File: config.mk
export PLATFORM = sky130hd
export DESIGN_NAME = pc_unit
export DESIGN_NICKNAME = d
export VERILOG_FILES = /design/src/hw/pc_unit.sv
export VERILOG_INCLUDE_DIRS = /design/src /design/src/hw
export SDC_FILE = /design/constraint.sdc
export NUM_CORES = 1
export LEC_CHECK = 0
export BUFFER_PORTS_ARGS = -buffer_cell sky130_fd_sc_hd__buf_4
export CORE_ASPECT_RATIO = 0.9
export CORE_MARGIN = 5
export CORE_UTILIZATION = 44
export CTS_CLUSTER_SIZE = 28
export DETAILED_ROUTE_END_ITERATION = 8
export GPL_TIMING_DRIVEN = 0
export PLACE_DENSITY = 0.86
export SETUP_SLACK_MARGIN = 0.4
export SLEW_MARGIN = 10
export SYNTH_ARGS = -nofsm -noshare
export SYNTH_HDL_FRONTEND = slang
export SYNTH_SLANG_ARGS = --single-unit
File: constraint.sdc
create_clock -name clk -period 3.5 [get_ports clk]
set_input_delay 1.05 -clock clk [delete_from_list [all_inputs] [get_ports clk]]
set_output_delay 1.05 -clock clk [all_outputs]
set_load 0.005 [all_outputs]
File: src/hw/mips_defs.svh
`ifndef MIPS_DEFS_SVH
`define MIPS_DEFS_SVH

// Datapath and memory sizes
`define DATA_W    32
`define MEM_WORDS 256
`define MEM_AW    8

// Primary opcodes
`define OP_RTYPE  6'b000000
`define OP_J      6'b000010
`define OP_BEQ    6'b000100
`define OP_ADDIU  6'b001001
`define OP_ORI    6'b001101
`define OP_LW     6'b100011
`define OP_SW     6'b101011

// Function codes for R-type
`define FN_ADDU   6'b100001
`define FN_SUBU   6'b100011
`define FN_AND    6'b100100
`define FN_OR     6'b100101
`define FN_XOR    6'b100110
`define FN_SLT    6'b101010

// ALU operations
`define ALU_ADD   3'd0
`define ALU_SUB   3'd1
`define ALU_AND   3'd2
`define ALU_OR    3'd3
`define ALU_XOR   3'd4
`define ALU_SLT   3'd5

`endif
File: src/hw/pc_unit.sv
`timescale 1ns/1ns
`include "mips_defs.svh"

module pc_unit (
    input  logic              clk,
    input  logic              reset,
    input  logic              pc_write,
    input  logic              pc_branch,
    input  logic              zero,
    input  logic [1:0]        pc_src,
    input  logic [`DATA_W-1:0] alu_result,
    input  logic [`DATA_W-1:0] alu_out,
    input  logic [25:0]       target,
    output logic [`DATA_W-1:0] pc
);

    logic [`DATA_W-1:0] pc_next;

    always_comb begin
        case (pc_src)
            2'd1:    pc_next = alu_out;                                   // Branch target
            2'd2:    pc_next = {pc[`DATA_W-1:`DATA_W-4], target, 2'b00}; // Jump
            default: pc_next = alu_result;                                // pc + 4
        endcase
    end

    always_ff @(posedge clk) begin
        if (reset) begin
            pc <= '0;
        end else if (pc_write || (pc_branch && zero)) begin
            pc <= pc_next;
        end
    end

    // Increment, branch and jump targets all land on word boundaries
    assert property (@(posedge clk) disable iff (reset) pc[1:0] == 2'b00);

endmodule

==> out/metrics.cfg <==
[global_route]
grt_pass1_vias=2015
grt_pass1_wl_um=9450
grt_start_max_net_pins=11
antenna_found_initial=0
grt_usage_pct=21.2
overflow=0

[route]
drc=0
routed_wl_um=5790
vias_per_cell=5.25
dr.pass1.iters=4
drtIter0Drc=53
final_antenna_net_count=0
post_drt_wl_per_cell_um=14.7
num_vias=2064

[worst_setup_path]
cp_data_arrival_time_ns=2.26
critPathLaunchType=input pin
path_common_cell=buf_6
path_cells=buf_4, inv_1, ha_1, buf_6, buf_6, a221o_1, nand3_1, a21oi_1
critPathMaxStageDelay_ns=0.35
critPathRequiredTime_ns=3.64
crit_fanout=10
crit_type=in -> reg
endpoint_kind=flop
slowest_stage=ha_1
r2r_slack_ns=2.81

[outcome]
status=finished, final reports clean

[floorplanning]
initial_utilization_pct=44.6
die_x_um=77.3
io_pins=129
rows=22
coreArea_sq_um=4020
dieArea_sq_um=5450
die_h_um=70.6

[sta]
max_freq_mhz=472
tightestPinTransition_ns=0.525
fin_crit_sh_pct=60.5
timing.final.crit_period_ns=2.12
final_max_slew_viol_count=0
clock_skew_ns=0
hold_violations=0
setup_violations=0
tns_ns=0
whs_ns=0.453
rsz0062_at_grt=false
slew_headroom_pct=65.0

[power]
pwr_density_cell_nw_per_um2=350
p_leak_nw=1.36
irDropWorstVdd_uv=199

[synthesis]
avgSynthCellArea_sq_um=8.58
yosys_warnings=0
syn_area_sq_um=1790
synth_nets=308
syn_inst=209
synthDistinctLibCells=22
ys_ff_latch=32
ys_seq_area_share_pct=35.7

[clocking]
worstSkewPairLatency_ns=0.27
post_cts_buffers=0
cts.clk_slew.worst_paths_ns=0.06
clock_sinks=32
htree_levels=2
cts_tree=done
cts_inserted_buffers=5
clock-root-buffer=clkbuf_8
cts_resized=0
clockBufferDepth=2
cts_hold_buf=0

[placed_design]
place_hpwl_um=4640
place_inst=385
io_buffers=128
place_congestion=0.746

[cells_and_area]
nets=443
largest_reg_flops=32
drive_gt1_share_pct=45.2
syn_to_final_growth_pct=62.0
mostFrequentLayoutCell=buf_4
diodes=0
largest-register=pc
n_fill_cell=348
reg_top3=pc: 32 flops
layout_common_cells=buf_4, dfxtp_1, a21oi_1
final_cells=393

[min_path]
hold_path_class=reg -> reg

[job]
cap_violations=0

## through the flow
stage,total power [mW],worst slack (ns),utilization (%),instance area [sq um]
after global placement,0.739,1.09,70.0,2810
after detailed placement,0.745,1.10,70.0,2810
after floorplan,0.576,1.32,-,1790
after global routing,1.08,1.32,72.3,2900
final,1.02,1.38,72.3,2900
after CTS,1.03,1.38,72.3,2900
## layer usage
layer  track usage, %  vias up  wire [um]
met4             4.01        0         22
met1             24.4      944       2310
li1                 -     1038          -
met2             37.2       80       2910
met5                0        -          0
met3             8.65        2        542
## worst paths after layout
kind | from | to | cells after the start
setup / recovery | pc_src[0] | pc[12] | 8
hold / removal | pc[24] | pc[24] | 2
setup reg to reg | pc[29] | pc[29] | 2
hold reg to reg | pc[24] | pc[24] | 2
## cell families after synthesis
logic type	synth area share (%)
compound gates	29.5
flops	35.7
fa+ha+maj	1.40
buf+inv	9.84
simple gates	23.5
## final cells by class
class	count	area (sq um)	share of cell area, %
Sequential cell	32	641	22.1
Multi-Input combinational cell	153	976	33.6
Buffer	21	165	5.69
Tap cell	48	60.1	2.07
Clock buffer	8	90.1	3.10
Inverter	3	11.3	0.388
Timing Repair Buffer	128	961	33.1
## cell usage after synthesis, drive strengths merged
| library cell | number | area (sq um) |
|---|---|---|
| a22oi | 4 | 30.0 |
| buf | 17 | 150 |
| a311oi | 4 | 47.6 |
| dfxtp | 32 | 641 |
| a221o | 26 | 260 |
| a21oi | 31 | 166 |
| a21o | 1 | 7.51 |
| nand3 | 26 | 130 |
| nand2b | 26 | 163 |
| ha | 2 | 25.0 |
| nor2b | 1 | 13.8 |
| nand2 | 26 | 97.6 |
| nor3 | 2 | 10.0 |
| clkbuf | 4 | 15.0 |
| nor2 | 2 | 7.51 |
| inv | 3 | 11.3 |
| a221oi | 2 | 17.5 |
## worst max-delay path: cells and delay by family
kind	cells	cell delay (ns)
simple gates	1	0.10
compound gates	2	0.32
fa+ha+maj	1	0.35
buf+inv	4	0.43
## power by group
part	leakage [nW]	total, mW	switching [mW]	internal (mW)
logic	1.05	0.322	0.132	0.189
registers	0.264	0.413	0.0155	0.397
clock network	0.0455	0.283	0.123	0.160
Note: power is estimated with default switching activity, not from simulation.
