**src/hw/mips_defs.svh**
```systemverilog
`ifndef MIPS_DEFS_SVH
`define MIPS_DEFS_SVH

// Datapath and memory sizes
`define DATA_W    32
`define MEM_WORDS 256
`define MEM_AW    8

// Primary opcodes
`define OP_RTYPE  6'b000000
`define OP_J      6'b000010
`define OP_BEQ    6'b000100
`define OP_ADDIU  6'b001001
`define OP_ORI    6'b001101
`define OP_LW     6'b100011
`define OP_SW     6'b101011

// Function codes for R-type
`define FN_ADDU   6'b100001
`define FN_SUBU   6'b100011
`define FN_AND    6'b100100
`define FN_OR     6'b100101
`define FN_XOR    6'b100110
`define FN_SLT    6'b101010

// ALU operations
`define ALU_ADD   3'd0
`define ALU_SUB   3'd1
`define ALU_AND   3'd2
`define ALU_OR    3'd3
`define ALU_XOR   3'd4
`define ALU_SLT   3'd5

`endif
```
**src/hw/mips_pkg.sv**
```systemverilog
package mips_pkg;

    // One instruction word, decoded as R, I or J format
    typedef union packed {
        struct packed {
            logic [5:0] op;
            logic [4:0] rs;
            logic [4:0] rt;
            logic [4:0] rd;
            logic [4:0] shamt;
            logic [5:0] funct;
        } r;
        struct packed {
            logic [5:0]  op;
            logic [4:0]  rs;
            logic [4:0]  rt;
            logic [15:0] imm;
        } i;
        struct packed {
            logic [5:0]  op;
            logic [25:0] target;
        } j;
    } instr_u;

endpackage

```
**src/hw/reg_file.sv**
```systemverilog
`timescale 1ns/1ns
`include "mips_defs.svh"

module reg_file (
    input  logic               clk,
    input  logic               reset,
    input  mips_pkg::instr_u   instr,
    input  logic               reg_write,
    input  logic               reg_dest,
    input  logic               reg_data_sel,
    input  logic [`DATA_W-1:0] alu_result,
    input  logic [`DATA_W-1:0] mem_rdata,
    output logic [`DATA_W-1:0] a,
    output logic [`DATA_W-1:0] b,
    output logic [`DATA_W-1:0] wb_data,
    output logic [4:0]         wb_reg
);

    logic [`DATA_W-1:0] regs [32];

    assign wb_reg  = reg_dest ? instr.r.rd : instr.r.rt;     // rd for R-type
    assign wb_data = reg_data_sel ? mem_rdata : alu_result;  // Load data or ALU

    always_ff @(posedge clk) begin
        if (reg_write && (wb_reg != 5'd0)) begin
            regs[wb_reg] <= wb_data;
        end
    end

    always_ff @(posedge clk) begin
        if (reset) begin
            a <= '0;
            b <= '0;
        end else begin
            a <= (instr.r.rs == 5'd0) ? '0 : regs[instr.r.rs]; // $zero reads as 0
            b <= (instr.r.rt == 5'd0) ? '0 : regs[instr.r.rt];
        end
    end

endmodule

```
**config.mk**
```make
export PLATFORM = sky130hd
export DESIGN_NAME = reg_file
export DESIGN_NICKNAME = d
export VERILOG_FILES = /design/src/hw/mips_pkg.sv /design/src/hw/reg_file.sv
export VERILOG_INCLUDE_DIRS = /design/src /design/src/hw
export SDC_FILE = /design/constraint.sdc
export NUM_CORES = 1
export LEC_CHECK = 0
export ABC_CLOCK_PERIOD_IN_PS = 2900
export BUFFER_PORTS_ARGS = -buffer_cell sky130_fd_sc_hd__buf_4
export CAP_MARGIN = 20
export CORE_ASPECT_RATIO = 1.25
export CORE_MARGIN = 2
export CORE_UTILIZATION = 34
export CTS_CLUSTER_DIAMETER = 50
export CTS_CLUSTER_SIZE = 30
export DETAILED_ROUTE_END_ITERATION = 16
export GPL_ROUTABILITY_DRIVEN = 0
export PLACE_DENSITY = 0.55
export SLEW_MARGIN = 20
export SYNTH_ARGS = -nofsm -noshare
export SYNTH_HDL_FRONTEND = slang
export SYNTH_SLANG_ARGS = --single-unit
export TNS_END_PERCENT = 1
```
**constraint.sdc**
```tcl
create_clock -name clk -period 2.9 [get_ports clk]
set_input_delay 0 -clock clk [delete_from_list [all_inputs] [get_ports clk]]
set_output_delay 0 -clock clk [all_outputs]
set_load 0.02 [all_outputs]
```
==> impl_results.md <==
* Outcome: completed
* Worst Skew at 28.1 ps
* Syn-to-layout area delta at 17.2%
* RSZ-0062 raised after global routing: false
* Post-synthesis compound-gate area fraction at 4.54%
* Fin crit share at 75.3%
* Worst hold path type: in2reg
* Worst skew pair latency at 720 ps
* Fmax at 458 MHz
* PD cells at 604 nW/um^2
* Count leader, synth: edfxtp_1
* Clock slew at reported path FFs at 80 ps
* Critical Path Fanout Max at 2
* Fill cells at 12600
* Worst EP required at 3410 ps
* Crit path time final at 2180 ps
* Die Ht at 427 um
* Startpoint types: register
* Netlist Area Pre-Place at 48800 um^2
* Iteration-0 DRC Markers at 2970
* Worst rel slew slack at 44.8%
* Total global-route track usage at 21.7%
* Synth Instances at 2381
* DRC viols at 0
* Ports at 202
* Vias/cell at 6.00
* Initial antenna violation count at 6
* CP arrival at 2690 ps
* Total number of vias at 27800
* Ys Warns at 0
* Most area-hungry cell type in the Yosys netlist: edfxtp_1
* Nets at 2770
* Placed Instances at 4457
* Layout cell share with drive strength beyond 1 at 38.6%
* EDFF count, synth at 1024
* Largest net degree at the start of global routing at 68
* Setup ws final at 717 ps
* Syn avg cell area at 20.5 um^2
* Max Cap Viol at 0
* #FFs+latches synth at 1088
* Worst slew pin tran at 827 ps
* CP endpoint kind: register
* Number of global-route vias before repair at 28900
* WL final at 160000 um
* Setup Viol. Count Final at 0
* Maximum VDD drop at 0.000458 V
* Site row count at 155
* Max Slew Vio Count at 0
* Mux contribution to synthesized area at 26.9%
* Main synth FF type: edfxtp_1
* Final instance area at 57200 um^2
* Netlist cell types at 34
* Post-synthesis sequential area ratio at 65.7%
* Die X at 343 um
* Die ar. at 147000 um^2
* # port buffers at 184
* Yosys top cell area share at 63.0%
* Clk sinks at 1088
* Area contributors post-synth: edfxtp_1 63%, mux4_2 21%, mux2i_1 5.3%
* Gr ovfl total at 0
* DP Area at 53900 um^2
* Adder-cell share of the synthesized area at 0%
* Final Instance Count excl. Fillers at 4634
* Hpwl dp at 95200 um
* Leakage at 18.6 nW
* DRT Pass-1 Iters at 5
* CTS tree: built
* Initial Util at 34.2%
* TritonCTS buffer count at 93
* Final hold viol count at 0
* Area of the multi-input gates at 16100 um^2
* Routed WL per cell at 34.4 um
* Root Buffer: clkbuf_16
* Core Footprint at 143000 um^2
* CP Class: reg2reg
* Place WS at 369 ps
* CTS resizes at 0
* XOR/XNOR share of the synthesized area at 0%
* Global-route wire length before repair at 223000 um
* Simple-Gate Fraction of Synth Area at 0.906%
* Register area at 32000 um^2
* Most common library cells after synthesis: 1024 x edfxtp_1, 449 x mux4_2, 260 x mux2i_1
* Main combinational cell family by area after synthesis: multiplexers
* Final ANT Viol Nets at 0
* H-tree levels at 3
* Fraction of registers with async set or reset after synthesis at 0%
* Final Total Pwr at 34.5 mW
* Bufs on Longest Clock Path at 3
## flip-flops by register name, summed over array words and instances (netlist names)
| name | flops |
|---|---|
| a | 32 |
| b | 32 |
| regs | 1024 |
## cell type report
class                   count  share of cell area (%)
flip-flops and latches   1088                    56.0
multi-input cells        1125                    28.2
repair buffers            356                    5.90
clock buffers             101                    4.25
well taps                1884                    4.12
clock inverters            74                    1.44
inverters                   5                  0.0328
diodes                      1                 0.00438
## stage by stage
| stage | util (%) | setup TNS [ps] | hold WS [ps] |
|---|---|---|---|
| after floorplan | - | -168080 | 230 |
| after global placement | 37.8 | 0 | 420 |
| after detailed placement | 37.8 | 0 | 418 |
| after CTS | 40.1 | 0 | 23.2 |
| after global routing | 40.1 | 0 | 98.6 |
| final | 40.1 | 0 | 56.0 |
## cell families after synthesis
group,after synthesis
and+or+nand+nor,95
DFF,1088
muxes,743
other,1
buffers and inverters,199
AOI/OAI and AO/OA,255
## per-layer routing
layer	up-vias	GRT usage (%)	share of wire, %	wire length, um
li1	11000	-	-	-
met1	15200	28.6	40	63600
met2	1346	36.2	49	78900
met3	258	3.83	7.7	12300
met4	4	7.18	3.0	4820
met5	-	0	0.018	29
## final timing paths
| check | cells after the start | startpoint | endpoint | slack, ps |
|---|---|---|---|---|
| max | 4 | regs[15][0]$_DFFE_PP_ | b[0]$_SDFF_PP0_ | 720 |
| max reg2reg | 4 | regs[15][0]$_DFFE_PP_ | b[0]$_SDFF_PP0_ | 720 |
| min reg2reg | 3 | regs[16][4]$_DFFE_PP_ | b[4]$_SDFF_PP0_ | 800 |
| min | 4 | instr[24] | a[20]$_SDFF_PP0_ | 60 |
## layout by cell type, fill, tap and decap left out, drive strengths merged, types with 33 or more instances in the layout
cell type / count
mux2: 34
a22o: 62
inv: 37
buf: 355
dfxtp: 64
nor2: 37
edfxtp: 1024
o221ai: 63
mux2i: 260
nor3: 33
clkbuf: 101
mux4: 449
## power breakdown
| part | total (mW) | switching, mW | internal (mW) |
|---|---|---|---|
| clock network | 13.1 | 6.63 | 6.52 |
| registers | 17.9 | 0.195 | 17.7 |
| logic | 3.50 | 2.04 | 1.46 |
| total | 34.5 | 8.87 | 25.6 |
## timing repair
item | 4_1_cts | 5_1_grt
hold buffers | 1 | 0
buffers inserted | 0 | 0
endpoints found under the hold margin | 1 | 0
## critical path, cell delays in order, from the launching register on
cell,delay [ps]
edfxtp_1,400
mux4_2,480
a22o_1,270
a2111oi_1,550
nor3_1,290
No activity file was read; power rests on OpenSTA's default activity.
