--- src/hw/mips_defs.svh ---
`ifndef MIPS_DEFS_SVH
`define MIPS_DEFS_SVH

// Datapath and memory sizes
`define DATA_W    32
`define MEM_WORDS 256
`define MEM_AW    8

// Primary opcodes
`define OP_RTYPE  6'b000000
`define OP_J      6'b000010
`define OP_BEQ    6'b000100
`define OP_ADDIU  6'b001001
`define OP_ORI    6'b001101
`define OP_LW     6'b100011
`define OP_SW     6'b101011

// Function codes for R-type
`define FN_ADDU   6'b100001
`define FN_SUBU   6'b100011
`define FN_AND    6'b100100
`define FN_OR     6'b100101
`define FN_XOR    6'b100110
`define FN_SLT    6'b101010

// ALU operations
`define ALU_ADD   3'd0
`define ALU_SUB   3'd1
`define ALU_AND   3'd2
`define ALU_OR    3'd3
`define ALU_XOR   3'd4
`define ALU_SLT   3'd5

`endif
--- src/hw/mips_pkg.sv ---
package mips_pkg;

    // One instruction word, decoded as R, I or J format
    typedef union packed {
        struct packed {
            logic [5:0] op;
            logic [4:0] rs;
            logic [4:0] rt;
            logic [4:0] rd;
            logic [4:0] shamt;
            logic [5:0] funct;
        } r;
        struct packed {
            logic [5:0]  op;
            logic [4:0]  rs;
            logic [4:0]  rt;
            logic [15:0] imm;
        } i;
        struct packed {
            logic [5:0]  op;
            logic [25:0] target;
        } j;
    } instr_u;

endpackage

--- src/hw/control_fsm.sv ---
`timescale 1ns/1ns
`include "mips_defs.svh"

module control_fsm (
    input  logic             clk,
    input  logic             reset,
    input  mips_pkg::instr_u instr,
    input  logic             zero,
    output logic             ir_write,
    output logic             pc_write,
    output logic             pc_branch,
    output logic [1:0]       pc_src,
    output logic             alu_src_a,
    output logic [1:0]       alu_src_b,
    output logic [2:0]       alu_op,
    output logic             reg_write,
    output logic             reg_dest,
    output logic             reg_data_sel,
    output logic             mem_write,
    output logic             iod,
    output logic             retire
);

    typedef enum logic [1:0] {
        FETCH   = 2'd0,
        DECODE  = 2'd1,
        EXECUTE = 2'd2,
        MEMORY  = 2'd3
    } state_t;

    state_t state;
    logic   is_mem_op;

    assign is_mem_op = (instr.i.op == `OP_LW) || (instr.i.op == `OP_SW);

    always_ff @(posedge clk) begin
        if (reset) begin
            state <= FETCH;
        end else begin
            case (state)
                FETCH:   state <= DECODE;
                DECODE:  state <= EXECUTE;
                EXECUTE: state <= is_mem_op ? MEMORY : FETCH; // Only loads and stores go on
                default: state <= FETCH;
            endcase
        end
    end

    always_comb begin
        ir_write     = 1'b0;
        pc_write     = 1'b0;
        pc_branch    = 1'b0;
        pc_src       = 2'd0;
        alu_src_a    = 1'b0;
        alu_src_b    = 2'd0;
        alu_op       = `ALU_ADD;
        reg_write    = 1'b0;
        reg_dest     = 1'b0;
        reg_data_sel = 1'b0;
        mem_write    = 1'b0;
        iod          = 1'b0;
        retire       = 1'b0;
        case (state)
            FETCH: begin
                ir_write  = 1'b1;
                pc_write  = 1'b1;
                alu_src_b = 2'd1;                   // pc + 4
            end
            DECODE: begin
                alu_src_b = 2'd3;                   // Branch target into alu_out
            end
            EXECUTE: begin
                alu_src_a = 1'b1;
                retire    = !is_mem_op;
                case (instr.r.op)
                    `OP_RTYPE: begin
                        reg_write = 1'b1;
                        reg_dest  = 1'b1;           // Write rd
                        case (instr.r.funct)
                            `FN_ADDU: alu_op = `ALU_ADD;
                            `FN_SUBU: alu_op = `ALU_SUB;
                            `FN_AND:  alu_op = `ALU_AND;
                            `FN_OR:   alu_op = `ALU_OR;
                            `FN_XOR:  alu_op = `ALU_XOR;
                            `FN_SLT:  alu_op = `ALU_SLT;
                            default:  reg_write = 1'b0; // Unknown funct does nothing
                        endcase
                    end
                    `OP_ADDIU: begin
                        alu_src_b = 2'd2;
                        reg_write = 1'b1;
                    end
                    `OP_ORI: begin
                        alu_src_b = 2'd2;
                        alu_op    = `ALU_OR;
                        reg_write = 1'b1;
                    end
                    `OP_LW, `OP_SW: begin
                        alu_src_b = 2'd2;           // Effective address
                    end
                    `OP_BEQ: begin
                        alu_op    = `ALU_SUB;
                        pc_src    = 2'd1;
                        pc_branch = zero;           // Taken only when a equals b
                    end
                    `OP_J: begin
                        pc_src   = 2'd2;
                        pc_write = 1'b1;
                    end
                    default: reg_write = 1'b0;      // Undefined opcode is a no-op
                endcase
            end
            default: begin                          // MEMORY
                iod    = 1'b1;
                retire = 1'b1;
                if (instr.i.op == `OP_LW) begin
                    reg_write    = 1'b1;
                    reg_data_sel = 1'b1;
                end else begin
                    mem_write = 1'b1;
                end
            end
        endcase
    end

    // A store must never coincide with an instruction fetch
    assert property (@(posedge clk) disable iff (reset) !(mem_write && ir_write));

    assert property (@(posedge clk) disable iff (reset) !reset |=> state != $past(state));

endmodule

--- config.mk ---
export PLATFORM = sky130hd
export DESIGN_NAME = control_fsm
export DESIGN_NICKNAME = d
export VERILOG_FILES = /design/src/hw/mips_pkg.sv /design/src/hw/control_fsm.sv
export VERILOG_INCLUDE_DIRS = /design/src /design/src/hw
export SDC_FILE = /design/constraint.sdc
export NUM_CORES = 1
export LEC_CHECK = 0
export BUFFER_PORTS_ARGS = -buffer_cell sky130_fd_sc_hd__clkbuf_2
export CELL_PAD_IN_SITES_DETAIL_PLACEMENT = 0
export CELL_PAD_IN_SITES_GLOBAL_PLACEMENT = 2
export CORE_ASPECT_RATIO = 1.5
export CORE_MARGIN = 2
export CORE_UTILIZATION = 14
export DETAILED_ROUTE_END_ITERATION = 16
export PLACE_DENSITY = 0.86
export SETUP_SLACK_MARGIN = 0.02
export SYNTH_ARGS = -nofsm -noshare
export SYNTH_HDL_FRONTEND = slang
export SYNTH_SLANG_ARGS = --single-unit
--- constraint.sdc ---
create_clock -name clk -period 2.5 [get_ports clk]
set_clock_uncertainty 0.1 [all_clocks]
set_input_delay 0.25 -clock clk [delete_from_list [all_inputs] [get_ports clk]]
set_output_delay 0.25 -clock clk [all_outputs]
set_load 0.05 [all_outputs]
==> flow_summary.toml <==
[grt]
grt_use_total = 0.0700
grt_pass1_wl_um = 1680
grt_pass1_vias = 427
grt_overflow = 0
antenna_found_initial = 0
grt_max_degree = 10

[clock_network]
postCtsHoldBufs = 0
clkSinkCount = 2
cts_buffers = 3
clk_pin_slew_ns = 0.03
tritoncts = "yes"
clock_latency_ns = 0.21
post-cts-setup-buffers = 0
clockBufferDepth = 2
ctsRootBufferMaster = "clkbuf_8"
h-tree-depth = 1
cts_resized = 0

[layout]
top_regs = "state: 2 flops"
final_common_cell = "clkbuf_2"
diodes = 0
fin_area_sq_um = 621
final_nets = 117
mostFrequentLayoutCells = "clkbuf_2, nor2b_1, nor2_1, nand2_1, clkbuf_8"
fill_cells = 311
layout-drive-gt1-share = 0.538
regMostFlops = "state"
syn_to_final_growth_pct = 57.0
finish.utilization = 0.232
largest_reg_flops = 2
instances_no_fill = 117

[worst_hold_path]
min-delay-start = "reset"
worstHoldPathCells = 2
hp-class = "primary input to flop"

[critical_path]
reg2reg_depth = 3
r2r-start = "state[0]"
crit_start = "state[1]"
crit_path_end_kind = "output port"
crit_fanout = 9
path_class = "flop to output port"
cp.required_ns = 2.15
start_kind = "flop"
cp.arrival_ns = 1.81
critical_path.slowest_cell = "dfxtp_1"
worstPathCellList = "nor3b_4 -> nand4b_2 -> nor4b_2 -> clkbuf_2"
rrSetupSlack_ns = 1.39
cp_slowest_stage_delay_ns = 0.46

[power_and_ir_drop]
power_frac_clock = 0.484
p_switching_mw = 0.102
seqPwrFrac = 0.153
power_mw = 0.270
combPwrFrac = 0.363
peakVddDrop_uv = 206
intPower_mw = 0.168
powerDensity_nw_per_um2 = 436
netSwitchingFraction = 0.379
p_leak_nw = 0.290

[synth]
ys_seq_area_frac = 0.101
netlist_area_sq_um = 395
synth_fp_nets = 84
synth-warning-count = 0
synth-seq-cells = 2
synth_edf_count = 0
synth.distinct_cells = 34
syn_avg_cell_area_sq_um = 8.07
async_flop_share = 0
ys.flop_type = "dfxtp_1"
synth_cells = 49

[sta]
setup_viol = 0
worstMarginPinSlew_ns = 0.331
relSlewSlack = 0.779
finalCritPeriodShare = 0.865
hold_violations = 0
rsz0062_at_grt = "false"
tns_ns = 0
fin_crit_ns = 2.16
fmax_mhz = 462
slew_viol_final = 0

[floorplan]
die_area_sq_um = 3270
fp-row-count = 23
die_w_um = 47.4
core_sq_um = 2680
dieHeight_um = 69.1
num_io_pins = 52
initial_utilization = 0.148

[drt]
avgRoutedWirePerCell_um = 10.2
drtAntennaViolNets = 0
drt_iter0_markers = 4
drc_errors = 0
vias = 501
first_pass_iters = 4
totalWireLength_um = 1190
viasPerCell = 4.28

[placed_design]
gp_congestion = 0.689
placed_cells = 114
port-buffer-count = 31
place_hpwl_um = 975
place_area_sq_um = 579

[flow_run]
max_cap_viol_count = 0

[outcome]
outcome = "finished clean"
[path summary, 6_finish.rpt]
check,endpoint
worst max-delay path,alu_op[2]
worst min-delay path,state[1]
worst max register to register,state[1]
worst min register to register,state[0]
[cell type report]
cell class              count  area (sq um)  area share
repair buffers             31           155       0.250
well taps                  37          46.3      0.0746
flip-flops and latches      2          40.0      0.0645
inverters                   2          7.51      0.0121
clock buffers               3          41.3      0.0665
multi-input cells          42           330       0.532
[metrics by stage]
stage / hold WS (ns) / setup WS, ns
floorplan: 0.222 / 0.291
finish: 0.107 / 0.337
detailed placement: 0.332 / 0.541
global placement: 0.329 / 0.570
CTS: 0.103 / 0.298
global route: 0.116 / 0.212
[cell usage after synthesis, types with 2 or more instances]
cell	instances	share of area
nand2_1	4	0.038
nor2_1	4	0.038
nor2b_1	4	0.063
dfxtp_1	2	0.10
inv_1	2	0.019
nor3_1	2	0.025
o21a_1	2	0.038
o22ai_1	2	0.032
xor2_1	2	0.044
[worst max-delay path, delay by kind of cell, from the launching register on]
family,cells,cell delay [ns]
flip-flops,1,0.46
AND/OR/NAND/NOR,3,0.82
buffers and inverters,1,0.31
[cells by family (layout without fill, tap and decap cells)]
kind of cell,count (synthesis),count (layout),share of synthesized area
compound gates,11,11,0.203
xor+xnor,3,3,0.0665
buf+inv,5,36,0.0791
flops,2,2,0.101
simple gates,28,28,0.551
[power groups by stage]
stage	clock [mW]	sequential [mW]	combinational [mW]
after global routing	0.139	0.0420	0.106
after global placement	0	0.0417	0.0978
final	0.131	0.0414	0.0981
after CTS	0.136	0.0415	0.0987
after detailed placement	0	0.0417	0.0984
after floorplan	0	0.0356	0.0749
[metal layers]
metal | up-vias | routed length, um | GRT usage
met5 | - | 0 | 0
met4 | 0 | 30 | 0.0556
met3 | 4 | 142 | 0.00524
met2 | 35 | 536 | 0.119
met1 | 215 | 480 | 0.0709
li1 | 247 | - | -
Note: power is estimated with default switching activity, not from simulation.
